File: src/verilog/soc_pkg.sv
// ~~~~~~~~~~~~~~~~~~~~~~~~~~~~~~~~~~~~~~~~~~~~~~~~~~~~~~~~~~~~~~~~~~~~~~~~~
// soc package
// memory map, bus widths and reset values for the peripheral side
// ~~~~~~~~~~~~~~~~~~~~~~~~~~~~~~~~~~~~~~~~~~~~~~~~~~~~~~~~~~~~~~~~~~~~~~~~~

package soc_pkg;

    localparam int addr_width     = 24;
    localparam int data_width     = 32;
    localparam int strb_width     = data_width / 8;
    localparam int ram_words      = 2048;
    localparam int ram_addr_width = 11;

    // region codes live in address bits 23..20
    localparam logic [3:0] region_ram    = 4'd0;
    localparam logic [3:0] region_status = 4'd1;
    localparam logic [3:0] region_dsp    = 4'd2;

    // red LED on out of reset
    localparam logic [1:0] status_reset = 2'b01;

    // cpu address seen either as one word or split into fields
    typedef union packed {
        logic [addr_width-1:0] raw;
        struct packed {
            logic [3:0]                region;
            logic [6:0]                unused;
            logic [ram_addr_width-1:0] word_index;
            logic [1:0]                byte_offset;
        } fields;
    } cpu_addr_t;

endpackage

File: src/verilog/cpu_bus_if.sv
// ~~~~~~~~~~~~~~~~~~~~~~~~~~~~~~~~~~~~~~~~~~~~~~~~~~~~~~~~~~~~~~~~~~~~~~~~~
// cpu bus interface
// request side of the picorv32 style memory bus
// ~~~~~~~~~~~~~~~~~~~~~~~~~~~~~~~~~~~~~~~~~~~~~~~~~~~~~~~~~~~~~~~~~~~~~~~~~

`timescale 1ns/1ps

interface cpu_bus_if;

    soc_pkg::cpu_addr_t                  address;
    logic [soc_pkg::data_width-1:0]      write_data;
    logic [soc_pkg::strb_width-1:0]      wstrb;
    logic                                mem_valid;

    // region decode and access tracking
    modport decoder (input address, input wstrb, input mem_valid);

    // ram steering
    modport arbiter (input address, input write_data, input wstrb);

    // register writes
    modport regs (input address, input write_data);

    // driven from the top level ports
    modport source (output address, output write_data, output wstrb, output mem_valid);

endinterface

File: src/verilog/address_decoder.sv
// ~~~~~~~~~~~~~~~~~~~~~~~~~~~~~~~~~~~~~~~~~~~~~~~~~~~~~~~~~~~~~~~~~~~~~~~~~
// address decoder
// turns a new cpu request into a one cycle region enable
// ~~~~~~~~~~~~~~~~~~~~~~~~~~~~~~~~~~~~~~~~~~~~~~~~~~~~~~~~~~~~~~~~~~~~~~~~~

`timescale 1ns/1ps

module address_decoder (
    input  logic       vdp_clk,
    input  logic       vdp_reset,
    cpu_bus_if.decoder bus,
    output logic       ram_en,
    output logic       status_en,
    output logic       dsp_en,
    output logic       none_en,
    output logic       write_en
);

    logic busy;
    logic fire;

    // only the first cycle of a held request counts
    assign fire = bus.mem_valid && !busy;

    always_ff @(posedge vdp_clk) begin
        if (vdp_reset) begin
            ram_en    <= 1'b0;
            status_en <= 1'b0;
            dsp_en    <= 1'b0;
            none_en   <= 1'b0;
            write_en  <= 1'b0;
            busy      <= 1'b0;
        end else begin
            ram_en    <= 1'b0;
            status_en <= 1'b0;
            dsp_en    <= 1'b0;
            none_en   <= 1'b0;
            write_en  <= fire && (|bus.wstrb);

            if (fire) begin
                case (bus.address.fields.region)
                    soc_pkg::region_ram:    ram_en    <= 1'b1;
                    soc_pkg::region_status: status_en <= 1'b1;
                    soc_pkg::region_dsp:    dsp_en    <= 1'b1;
                    default:                none_en   <= 1'b1;
                endcase
            end

            // busy until the cpu lets go of valid
            if (fire) begin
                busy <= 1'b1;
            end else if (!bus.mem_valid) begin
                busy <= 1'b0;
            end
        end
    end

endmodule

File: src/flat_wrapper.sv
// flat-port wrapper written by rule: the top's interface ports become plain ports
module address_decoder_flat 
  (vdp_clk, vdp_reset, ram_en, status_en, dsp_en, none_en, write_en, bus_address, bus_wstrb, bus_mem_valid);
  cpu_bus_if bus_i ();
  input  logic vdp_clk;
  input  logic vdp_reset;
  output logic ram_en;
  output logic status_en;
  output logic dsp_en;
  output logic none_en;
  output logic write_en;
  input wire logic [$bits(bus_i.address)-1:0] bus_address;
  input wire logic [$bits(bus_i.wstrb)-1:0] bus_wstrb;
  input wire logic [$bits(bus_i.mem_valid)-1:0] bus_mem_valid;
  assign bus_i.address = bus_address;
  assign bus_i.wstrb = bus_wstrb;
  assign bus_i.mem_valid = bus_mem_valid;
  address_decoder u_core (.vdp_clk(vdp_clk), .vdp_reset(vdp_reset), .bus(bus_i), .ram_en(ram_en), .status_en(status_en), .dsp_en(dsp_en), .none_en(none_en), .write_en(write_en));
endmodule
File: config.mk
export PLATFORM = sky130hd
export DESIGN_NAME = address_decoder_flat
export DESIGN_NICKNAME = d
export VERILOG_FILES = /design/src/verilog/soc_pkg.sv /design/src/verilog/cpu_bus_if.sv /design/src/verilog/address_decoder.sv /design/src/flat_wrapper.sv
export SDC_FILE = /design/constraint.sdc
export NUM_CORES = 1
export LEC_CHECK = 0
export BUFFER_PORTS_ARGS = -buffer_cell sky130_fd_sc_hd__buf_4
export CELL_PAD_IN_SITES_DETAIL_PLACEMENT = 0
export CELL_PAD_IN_SITES_GLOBAL_PLACEMENT = 1
export CORE_MARGIN = 8
export CORE_UTILIZATION = 14
export DETAILED_ROUTE_END_ITERATION = 10
export PLACE_DENSITY_LB_ADDON = 0.1
export SLEW_MARGIN = 40
export SYNTH_ARGS = -nofsm -noshare
export SYNTH_HDL_FRONTEND = slang
export SYNTH_SLANG_ARGS = --single-unit
File: constraint.sdc
create_clock -name vdp_clk -period 2.5 [get_ports vdp_clk]
set_input_delay 0 -clock vdp_clk [delete_from_list [all_inputs] [get_ports vdp_clk]]
set_output_delay 0 -clock vdp_clk [all_outputs]
set_load 0.03 [all_outputs]
**Yosys cells after proc, flatten, opt, wreduce, memory -nomap -nowiden**

Cells that the tools add are included.

- Register bits: 6

- Bitwise gates (word level): 1
- Mux-type cells: 6
- Reductions and logical operators: 7
- Equal/unequal tests: 3

Operators with widths:

| kind | number |
|---|---|
| 1-bit two-way mux | 6 |
| 4-bit by 1-bit == test with 1-bit output, second input constant | 1 |
| 4-bit by 2-bit == test with 1-bit output, second input constant | 1 |
| 4-bit zero test | 1 |
| 4-bit OR reduction | 1 |
| 3-bit OR reduction | 1 |
| 1-bit logical AND | 2 |
| 2-bit by 1-bit != test with 1-bit output, second input constant | 1 |
| 2-bit OR reduction | 1 |
| 1-bit zero test | 1 |
| 1-bit inverter | 1 |

**Depth between registers and ports, before layout**

Gate-level depths: netlist (run 1).

- Depth in word-level cells: 4
- Mapped depth: 2

**Worst setup path before layout (run 1)**

No wires, ideal clock.

- Path kind: register -> register
- From: register u_core.busy
- To: register u_core.dsp_en
- Cell stages (with the launch flop): 3
- Period minus slack after synthesis: 0.996 ns
- Setup time: 0.087 ns
- Data arrival time: 0.909 ns
- Setup slack: 1.504 ns
- Cell sequence: dfxtp_1 -> or3b_4 -> nor4b_2

- Longest elaborated chain between the ends: 4

Ends and longest elaborated chain:

| element | line | RTL |
|---|---|---|
| from (decl) | address_decoder.sv:19 | `logic busy;` |
| from (signal assigned) | address_decoder.sv:32 | `busy <= 1'b0;` |
| from (signal assigned) | address_decoder.sv:51 | `busy <= 1'b1;` |
| from (signal assigned) | address_decoder.sv:53 | `busy <= 1'b0;` |
| 1-bit zero test | address_decoder.sv:23 | `assign fire = bus.mem_valid && !busy;` |
| 1-bit logical AND | address_decoder.sv:23 |  |
| 1-bit inverter (no line) | n/a |  |
| 2-bit OR reduction (no line) | n/a |  |
| to (signal assigned) | address_decoder.sv:29 | `dsp_en <= 1'b0;` |
| to (signal assigned) | address_decoder.sv:36 | `dsp_en <= 1'b0;` |
| to (signal assigned) | address_decoder.sv:44 | `soc_pkg::region_dsp: dsp_en <= 1'b1;` |
| to (decl) | address_decoder.sv:14 | `output logic dsp_en,` |

Every way passes these cells.
A chain may end at the register's enable or synchronous reset.

**Worst setup path in the final report (run 1)**

- From: input port vdp_reset
- To: register u_core.ram_en

- Longest elaborated chain between the ends: 1

Ends and longest elaborated chain:

| element | line | RTL |
|---|---|---|
| from (decl) | flat_wrapper.sv:6 | `input logic vdp_reset;` |
| 2-bit OR reduction (no line) | n/a |  |
| to (signal assigned) | address_decoder.sv:27 | `ram_en <= 1'b0;` |
| to (signal assigned) | address_decoder.sv:34 | `ram_en <= 1'b0;` |
| to (signal assigned) | address_decoder.sv:42 | `soc_pkg::region_ram: ram_en <= 1'b1;` |
| to (decl) | address_decoder.sv:12 | `output logic ram_en,` |

Every way passes these cells.

==> results.sh, run 1 <==
export IMPL_syn2layout_area_growth_pct=124
export IMPL_startpoint_type="input port"
export IMPL_rsz0062_at_grt="no"
export IMPL_cp_required_ps=2680
export IMPL_multi_input_area_um2=72.6
export IMPL_crit_type="input port to flip-flop"
export IMPL_worstPathArrival_ps=1990
export IMPL_leakage_uw=0.000204
export IMPL_fp_row_count=13
export IMPL_ys_ff_latch=6
export IMPL_clkLatencyLatePin_ps=240
export IMPL_top_usage_layer="met2"
export IMPL_post_route_period_util_pct=72.3
export IMPL_viasPerCell=3.83
export IMPL_seq_area_frac_synth_pct=61.1
export IMPL_drc=0
export IMPL_grt_max_degree=6
export IMPL_dpl_cell_area_um2=328
export IMPL_cts_resized=0
export IMPL_finClkSkew_ps=2.43
export IMPL_post_cts_setup_buffers=0
export IMPL_die_y_um=53.5
export IMPL_grt_pass1_vias=216
export IMPL_seqCellArea_um2=120
export IMPL_grt_pass1_wl_um=841
export IMPL_place_worst_setup_slack_ps=1450
export IMPL_final_antenna_net_count=0
export IMPL_clk_path_buf_depth=2
export IMPL_total_power_uw=226
export IMPL_crit_family="buffers and inverters"
export IMPL_syn_area_um2=196
export IMPL_diodes=0
export IMPL_post_route_cells_drive_above_1_share_pct=47.7
export IMPL_synthCells=17
export IMPL_timing_hold_violations_final=0
export IMPL_cts_tree="built"
export IMPL_setup_slack_ps=691
export IMPL_totalWireLength_um=625
export IMPL_cap_violations=0
export IMPL_design_core_area_um2=1300
export IMPL_cp_max_fo=5
export IMPL_layout_nets=77
export IMPL_drt_iter0_markers=7
export IMPL_maxSlewHeadroom_pct=79.2
export IMPL_place_congestion=0.717
export IMPL_yosysWarnings=0
export IMPL_tns_ps=0
export IMPL_cpPeakStageDelay_ps=600
export IMPL_cp_common_cell="dlygate4sd3_1"
export IMPL_io_pins=36
export IMPL_grt_use_met2_pct=6.84
export IMPL_postCtsHoldBufs=9
export IMPL_met3_usage_pct=3.36
export IMPL_status="complete, no violations"
export IMPL_io_buffers=15
export IMPL_drtPass1Iterations=3
export IMPL_cts_max_level=1
export IMPL_die_area_um2=2860
export IMPL_fillCellCount=140
export IMPL_fin_crit_ps=1810
export IMPL_clock_sinks=6
export IMPL_dp_cells=47
export IMPL_tightest_slew_ps=309
export IMPL_min_path_type="input port to flip-flop"
export IMPL_path_buf_inv=3
export IMPL_cp_slowest_cell="dlygate4sd3_1"
export IMPL_cts_buffers=3
export IMPL_die_width_um=53.5
export IMPL_cp_cell_sequence="dlygate4sd3_1 -> buf_4 -> or3b_4 -> nor4_1 -> dlygate4sd3_1"
export IMPL_antenna_found_initial=0
export IMPL_track_usage_pct=4.24
export IMPL_stdcell_count=59
export IMPL_setup_violations=0
export IMPL_synth_nets=48
export IMPL_clk_pin_slew_worst_paths_ps=50
export IMPL_clock_tree_root_cell="clkbuf_4"
export IMPL_fin_area_um2=440
export IMPL_yosysUniqueCellTypes=9
export IMPL_postSynthAreaPerCell_um2=11.6
export IMPL_cp_end_kind="flip-flop"
export IMPL_slew_violations=0
export IMPL_grt_ovfl_total=0
export IMPL_met1_usage_pct=3.61
export IMPL_ir_worst_vdd_mv=0.170
export IMPL_initial_core_util_pct=15.1
export IMPL_num_vias=226
export IMPL_avgRoutedWirePerCell_um=10.6
export IMPL_clock_fmax_mhz=553
export IMPL_p_per_area_nw_per_um2=513
worst register-to-register path: stages (launching register included):
cell and delay [ps]:
dfxtp_1 290, or3b_4 430, nor4_1 310, dlygate4sd3_1 600
cell usage in the layout, fill, tap and decap left out:
master / n
nor2b_1: 1
a211oi_1: 1
buf_4: 15
dfxtp_1: 6
or2_2: 1
or3b_4: 1
inv_1: 1
dlygate4sd3_1: 9
nor4b_2: 1
nor4_1: 3
clkbuf_4: 3
nor2_1: 2
cells by family (layout without fill, tap and decap cells):
kind of cell,after synthesis,in the layout,share of synthesized area (%)
buffers and inverters,1,28,1.91
DFF,6,6,61.1
AOI/OAI and AO/OA,1,1,3.82
and+or+nand+nor,9,9,33.1
state kept, by name, summed over array words and instances (netlist names):
| name | count |
|---|---|
| u_core.busy | 1 |
| u_core.ram_en | 1 |
| u_core.status_en | 1 |
| u_core.write_en | 1 |
| u_core.none_en | 1 |
| u_core.dsp_en | 1 |
power breakdown:
part	total, µW	switching, µW	internal, µW
registers	99.7	0.727	98.9
clock network	88.1	33.9	54.2
logic	38.2	14.1	24.2
stage by stage:
| step | util (%) | hold slack [ps] |
|---|---|---|
| after floorplan | - | 71.4 |
| after global placement | 25.2 | 168 |
| after detailed placement | 25.2 | 170 |
| after CTS | 33.8 | 223 |
| after global routing | 33.8 | 216 |
| final | 33.8 | 227 |
final cells by class:
cell class	count	share of cell area [%]
inverters	1	0.852
well taps	15	4.26
multi-input cells	10	16.5
repair buffers	24	46.0
flip-flops and latches	6	27.3
clock buffers	3	5.11
per-layer routing:
metal  part of all wire [%]  up-vias
li1                       -      117
met1                     39      101
met2                     50        8
met3                     10        0
met4                      0        0
met5                      0        -
cells in the mapped netlist, drive strengths merged:
cell / count / area (µm²)
inv: 1 / 3.75
nor2: 2 / 7.51
nor2b: 1 / 6.26
nor4: 3 / 18.8
or3b: 1 / 11.3
or2: 1 / 6.26
nor4b: 1 / 15.0
a211oi: 1 / 7.51
dfxtp: 6 / 120
path summary, 6_finish.rpt:
| check | from | to | slack, ps | cells after the start |
|---|---|---|---|---|
| worst max-delay path | vdp_reset | u_core.ram_en$_SDFF_PP0_ | 690 | 5 |
| worst max register to register | u_core.busy$_SDFFE_PP0P_ | u_core.ram_en$_SDFF_PP0_ | 810 | 3 |
| worst min-delay path | bus_mem_valid | u_core.write_en$_SDFF_PP0_ | 230 | 3 |
| worst min register to register | u_core.busy$_SDFFE_PP0P_ | u_core.write_en$_SDFF_PP0_ | 550 | 2 |
Power figures use the tool's default switching activity.
==> inputs of run 2 (changes only) <==
- ABC_AREA: not set -> 1
- CORE_UTILIZATION: 14 -> 12
- clock period: 2.5 -> 1.45 ns (I/O delays scaled with it)
==> results.sh, run 2 <==
export IMPL_tightest_slew_ps=112
export IMPL_synth_top_cell_by_area="dfxtp_1"
export IMPL_tns_ps=0
export IMPL_drt_iter0_markers=4
export IMPL_hp_start="bus_wstrb[0]"
export IMPL_cp_required_ps=1630
export IMPL_drc=0
export IMPL_yosysUniqueCellTypes=8
export IMPL_totalWireLength_um=591
export IMPL_cts_tree="built"
export IMPL_maxSlewHeadroom_pct=92.5
export IMPL_antenna_found_initial=0
export IMPL_finClkSkew_ps=6.01
export IMPL_io_pins=36
export IMPL_cap_violations=0
export IMPL_power_switching_share_pct=21.3
export IMPL_dp_hpwl_um=534
export IMPL_post_cts_setup_buffers=0
export IMPL_yosysTopAreaCellShare_pct=56.5
export IMPL_timing_hold_violations_final=0
export IMPL_clock_fmax_mhz=897
export IMPL_slew_violations=0
export IMPL_netlist_top_cells_count="dfxtp_1 (6), nor2_1 (6), inv_1 (4), nand2_1 (4)"
export IMPL_synth_edff_count=0
export IMPL_place_worst_setup_slack_ps=750
export IMPL_power_frac_seq_pct=46.0
export IMPL_leakage_uw=0.000198
export IMPL_p_per_area_nw_per_um2=964
export IMPL_ys_ff_latch=6
export IMPL_synth_ff_type="dfxtp_1"
export IMPL_layout_nets=79
export IMPL_final_common_cell="buf_4"
export IMPL_clock_power_share_pct=39.0
export IMPL_grt_pass1_vias=258
export IMPL_postSynthAreaPerCell_um2=8.18
export IMPL_seqCellArea_um2=120
export IMPL_dp_cells=58
export IMPL_hold_depth=3
export IMPL_place_congestion=0.661
export IMPL_worstPathArrival_ps=1300
export IMPL_io_buffers=15
export IMPL_async_flop_share_pct=0
export IMPL_synthCells=26
export IMPL_rsz0062_at_grt="no"
export IMPL_syn_area_um2=213
export IMPL_min_path_type="input port to flip-flop"
export IMPL_ir_worst_vdd_mv=0.257
export IMPL_clock_tree_root_cell="clkbuf_4"
export IMPL_viasPerCell=3.52
export IMPL_clock_sinks=6
export IMPL_drtPass1Iterations=2
export IMPL_avgRoutedWirePerCell_um=9.38
export IMPL_diodes=0
export IMPL_cp_max_fo=2
export IMPL_switchingPower_uw=80.0
export IMPL_cp_end_kind="flip-flop"
export IMPL_status="complete, no violations"
export IMPL_fp_row_count=15
export IMPL_grt_pass1_wl_um=1010
export IMPL_hold_end="u_core.write_en$_SDFF_PP0_"
export IMPL_worstRegToRegCells=2
export IMPL_die_y_um=58.1
export IMPL_grt_max_degree=4
export IMPL_setup_slack_ps=335
export IMPL_die_width_um=58.1
export IMPL_crit_type="input port to flip-flop"
export IMPL_final_antenna_net_count=0
export IMPL_clk_path_buf_depth=2
export IMPL_cts_max_level=1
export IMPL_yosysWarnings=0
export IMPL_fin_crit_ps=1120
export IMPL_grt_ovfl_total=0
export IMPL_clkLatencyLatePin_ps=240
export IMPL_setup_violations=0
export IMPL_rr_startpoint="u_core.busy$_SDFFE_PP0P_"
export IMPL_combPwrFrac_pct=15.0
export IMPL_design_core_area_um2=1690
export IMPL_initial_core_util_pct=12.6
export IMPL_r2r_slack_ps=770
export IMPL_cts_buffers=3
export IMPL_clk_pin_slew_worst_paths_ps=50
export IMPL_synth_nets=57
export IMPL_seq_area_frac_synth_pct=56.5
export IMPL_p_int_uw=295
export IMPL_post_route_cells_drive_above_1_share_pct=45.7
export IMPL_syn2layout_area_growth_pct=82.9
export IMPL_multi_input_area_um2=77.6
export IMPL_die_area_um2=3380
export IMPL_stdcell_count=63
export IMPL_startpoint_type="input port"
export IMPL_fillCellCount=204
export IMPL_synth_area_leaders="dfxtp_1 (56%), nor2_1 (11%), inv_1 (7.1%)"
export IMPL_track_usage_pct=4.05
export IMPL_post_route_period_util_pct=76.9
export IMPL_layout_common_cells="buf_4 (15), nor2_1 (6), dfxtp_1 (6)"
export IMPL_num_vias=222
export IMPL_worstReg2RegEnd="u_core.write_en$_SDFF_PP0_"
[run 2: cell families (layout without fill, tap and decap cells)]
family / Yosys count / in the layout / synth area share (%)
AOI/OAI and AO/OA: 2 / 2 / 4.71
buffers and inverters: 4 / 24 / 7.06
DFF: 6 / 6 / 56.5
and+or+nand+nor: 14 / 14 / 31.8
[run 2: power groups by stage]
stage          sequential, µW  combinational, µW  clock [µW]
2_1_floorplan             183               14.0           0
3_3_place_gp              175               51.6           0
3_5_place_dp              175               53.3           0
4_1_cts                   172               57.4         156
5_1_grt                   173               62.6         169
6_report                  172               56.4         146
[run 2: area by class of cell]
class                   instances  area share [%]
inverters                       4            3.86
clock buffers                   3            5.79
multi-input cells              16            19.9
flip-flops and latches          6            30.9
repair buffers                 17            34.1
well taps                      17            5.47
[run 2: timing repair]
action / CTS / global route
hold endpoints to repair: 1 / 0
gates resized for setup: 0 / 0
hold buffers: 2 / 0
[run 2: worst max-delay path: stages]
cell and delay, ps:
dlygate4sd3_1 530, buf_4 130, nor2_1 80, dlygate4sd3_1 550
[run 2: stage by stage]
stage | total power (µW) | area, µm² | util [%] | hold WS [ps]
2_1_floorplan | 197 | 213 | - | 72.4
3_3_place_gp | 227 | 347 | 20.5 | 168
3_5_place_dp | 229 | 347 | 20.5 | 172
4_1_cts | 386 | 389 | 23.0 | 21.2
5_1_grt | 404 | 389 | 23.0 | 19.2
6_report | 375 | 389 | 23.0 | 20.5
[run 2: layer usage]
metal	global-route usage, %	up-vias	share of wire [%]
li1	-	118	-
met1	3.88	93	41
met2	5.89	11	45
met3	3.53	0	13
met4	2.10	0	0
met5	0	-	0
[run 2: worst max-delay path by stage]
stage,to,from,depth (start not counted),slack (ps)
6_report,u_core.busy$_SDFFE_PP0P_,vdp_reset,4,330
5_1_grt,u_core.busy$_SDFFE_PP0P_,vdp_reset,4,310
4_1_cts,u_core.busy$_SDFFE_PP0P_,vdp_reset,4,360
3_5_place_dp,u_core.write_en$_SDFF_PP0_,u_core.busy$_SDFFE_PP0P_,2,750
3_3_place_gp,u_core.none_en$_SDFF_PP0_,u_core.busy$_SDFFE_PP0P_,2,780
2_1_floorplan,u_core.none_en$_SDFF_PP0_,u_core.busy$_SDFFE_PP0P_,2,830
==> inputs of run 3 (changes only) <==
- clock period: 1.45 -> 1 ns (I/O delays scaled with it)
==> results.sh, run 3 (same netlist as run 2, synthesis figures left out) <==
export IMPL_cp_end_kind="flip-flop"
export IMPL_place_congestion=0.661
export IMPL_cp_cell_sequence="dlygate4sd3_1 -> buf_4 -> inv_1 -> nand3b_1 -> a21oi_1"
export IMPL_totalWireLength_um=583
export IMPL_timing_hold_violations_final=0
export IMPL_cpPeakStageDelay_ps=530
export IMPL_avgRoutedWirePerCell_um=9.25
export IMPL_post_route_period_util_pct=80.8
export IMPL_syn2layout_area_growth_pct=82.9
export IMPL_viasPerCell=3.49
export IMPL_cts_tree="built"
export IMPL_drt_iter0_markers=1
export IMPL_grt_pass1_wl_um=1010
export IMPL_clock_fmax_mhz=1240
export IMPL_status="complete, no violations"
export IMPL_hold_depth=3
export IMPL_drc=0
export IMPL_antenna_found_initial=0
export IMPL_io_pins=36
export IMPL_cts_max_level=1
export IMPL_die_area_um2=3380
export IMPL_setup_violations=0
export IMPL_post_route_cells_drive_above_1_share_pct=45.7
export IMPL_met2_length_um=256
export IMPL_final_common_cell="buf_4"
export IMPL_top_layer_used="met3"
export IMPL_tns_ps=0
export IMPL_rr_startpoint="u_core.busy$_SDFFE_PP0P_"
export IMPL_fp_row_count=15
export IMPL_hp_start="bus_wstrb[0]"
export IMPL_power_switching_share_pct=21.3
export IMPL_leakage_uw=0.000197
export IMPL_layout_nets=79
export IMPL_layout_common_cells="buf_4 (15), nor2_1 (6), dfxtp_1 (6)"
export IMPL_drtPass1Iterations=2
export IMPL_grt_pass1_vias=251
export IMPL_track_usage_pct=4.05
export IMPL_startpoint_type="input port"
export IMPL_wl_met3_um=78
export IMPL_place_worst_setup_slack_ps=300
export IMPL_clock_sinks=6
export IMPL_clk_path_buf_depth=2
export IMPL_clk_pin_slew_worst_paths_ps=50
export IMPL_num_vias=220
export IMPL_rsz0062_at_grt="no"
export IMPL_cp_required_ps=1170
export IMPL_grt_max_degree=4
export IMPL_p_per_area_nw_per_um2=1400
export IMPL_die_y_um=58.1
export IMPL_diodes=0
export IMPL_wl_met1_um=249
export IMPL_worstPathArrival_ps=980
export IMPL_initial_core_util_pct=12.6
export IMPL_cp_max_fo=2
export IMPL_min_path_type="input port to flip-flop"
export IMPL_fin_crit_ps=808
export IMPL_combPwrFrac_pct=15.0
export IMPL_ir_worst_vdd_mv=0.386
export IMPL_dp_hpwl_um=534
export IMPL_slew_violations=0
export IMPL_io_buffers=15
export IMPL_hold_end="u_core.write_en$_SDFF_PP0_"
export IMPL_cp_slowest_cell="dlygate4sd3_1"
export IMPL_p_int_uw=428
export IMPL_tightest_slew_ps=112
export IMPL_cts_buffers=3
export IMPL_crit_type="input port to flip-flop"
export IMPL_worstRegToRegCells=2
export IMPL_clock_tree_root_cell="clkbuf_4"
export IMPL_setup_slack_ps=192
export IMPL_maxSlewHeadroom_pct=92.5
export IMPL_die_width_um=58.1
export IMPL_power_frac_seq_pct=46.0
export IMPL_finClkSkew_ps=5.91
export IMPL_cap_violations=0
export IMPL_grt_ovfl_total=0
export IMPL_final_antenna_net_count=0
export IMPL_clkLatencyLatePin_ps=240
export IMPL_final_util_pct=23.0
export IMPL_worstReg2RegEnd="u_core.write_en$_SDFF_PP0_"
export IMPL_design_core_area_um2=1690
export IMPL_r2r_slack_ps=320
export IMPL_clock_power_share_pct=39.0
export IMPL_switchingPower_uw=116
[run 3: metal layers]
layer  vias to the layer above  GRT usage, %
met3                         0          3.53
met4                         0          2.10
met5                         -             0
li1                        118             -
met1                        91          3.88
met2                        11          5.89
[run 3: critical path: cells and delay by family]
| family | cells | cell delay [ps] |
|---|---|---|
| buffers and inverters | 3 | 730 |
| AOI/OAI and AO/OA | 1 | 130 |
| and+or+nand+nor | 1 | 110 |
[run 3: per-stage QoR]
stage                     hold slack [ps]  area (µm²)  cells  power [µW]
after floorplan                      72.4         213     26         286
final                                20.6         389     63         544
after CTS                            21.2         389     63         559
after global placement                168         347     58         329
after detailed placement              172         347     58         332
after global routing                 19.2         389     63         586
[run 3: repair_timing]
action | 4_1_cts | 5_1_grt
hold buffers | 2 | 0
gates resized for setup | 0 | 0
buffers inserted | 0 | 0
endpoints found under the hold margin | 1 | 0
[run 3: final cells by class]
class / instances / area (µm²)
tap: 17 / 21.3
fill: 202 / 1300
timing repair buffer: 17 / 133
clock buffer: 3 / 22.5
sequential: 6 / 120
inverter: 4 / 15.0
multi-input combinational: 16 / 77.6
[run 3: worst max path at each step]
stage                        startpoint                    endpoint  slack [ps]  depth (start not counted)
5_1_grt                       vdp_reset   u_core.none_en$_SDFF_PP0_         130                          5
2_1_floorplan  u_core.busy$_SDFFE_PP0P_   u_core.none_en$_SDFF_PP0_         380                          2
3_5_place_dp   u_core.busy$_SDFFE_PP0P_  u_core.write_en$_SDFF_PP0_         300                          2
3_3_place_gp   u_core.busy$_SDFFE_PP0P_   u_core.none_en$_SDFF_PP0_         330                          2
6_report                      vdp_reset  u_core.write_en$_SDFF_PP0_         190                          5
4_1_cts                       vdp_reset  u_core.write_en$_SDFF_PP0_         180                          5
[run 3: power groups by stage]
stage | Clock [µW] | Combinational [µW] | Sequential [µW]
after floorplan | 0 | 20.3 | 265
after global placement | 0 | 74.8 | 254
after detailed placement | 0 | 77.3 | 254
after CTS | 226 | 83.4 | 250
after global routing | 245 | 90.9 | 250
final | 212 | 81.7 | 250
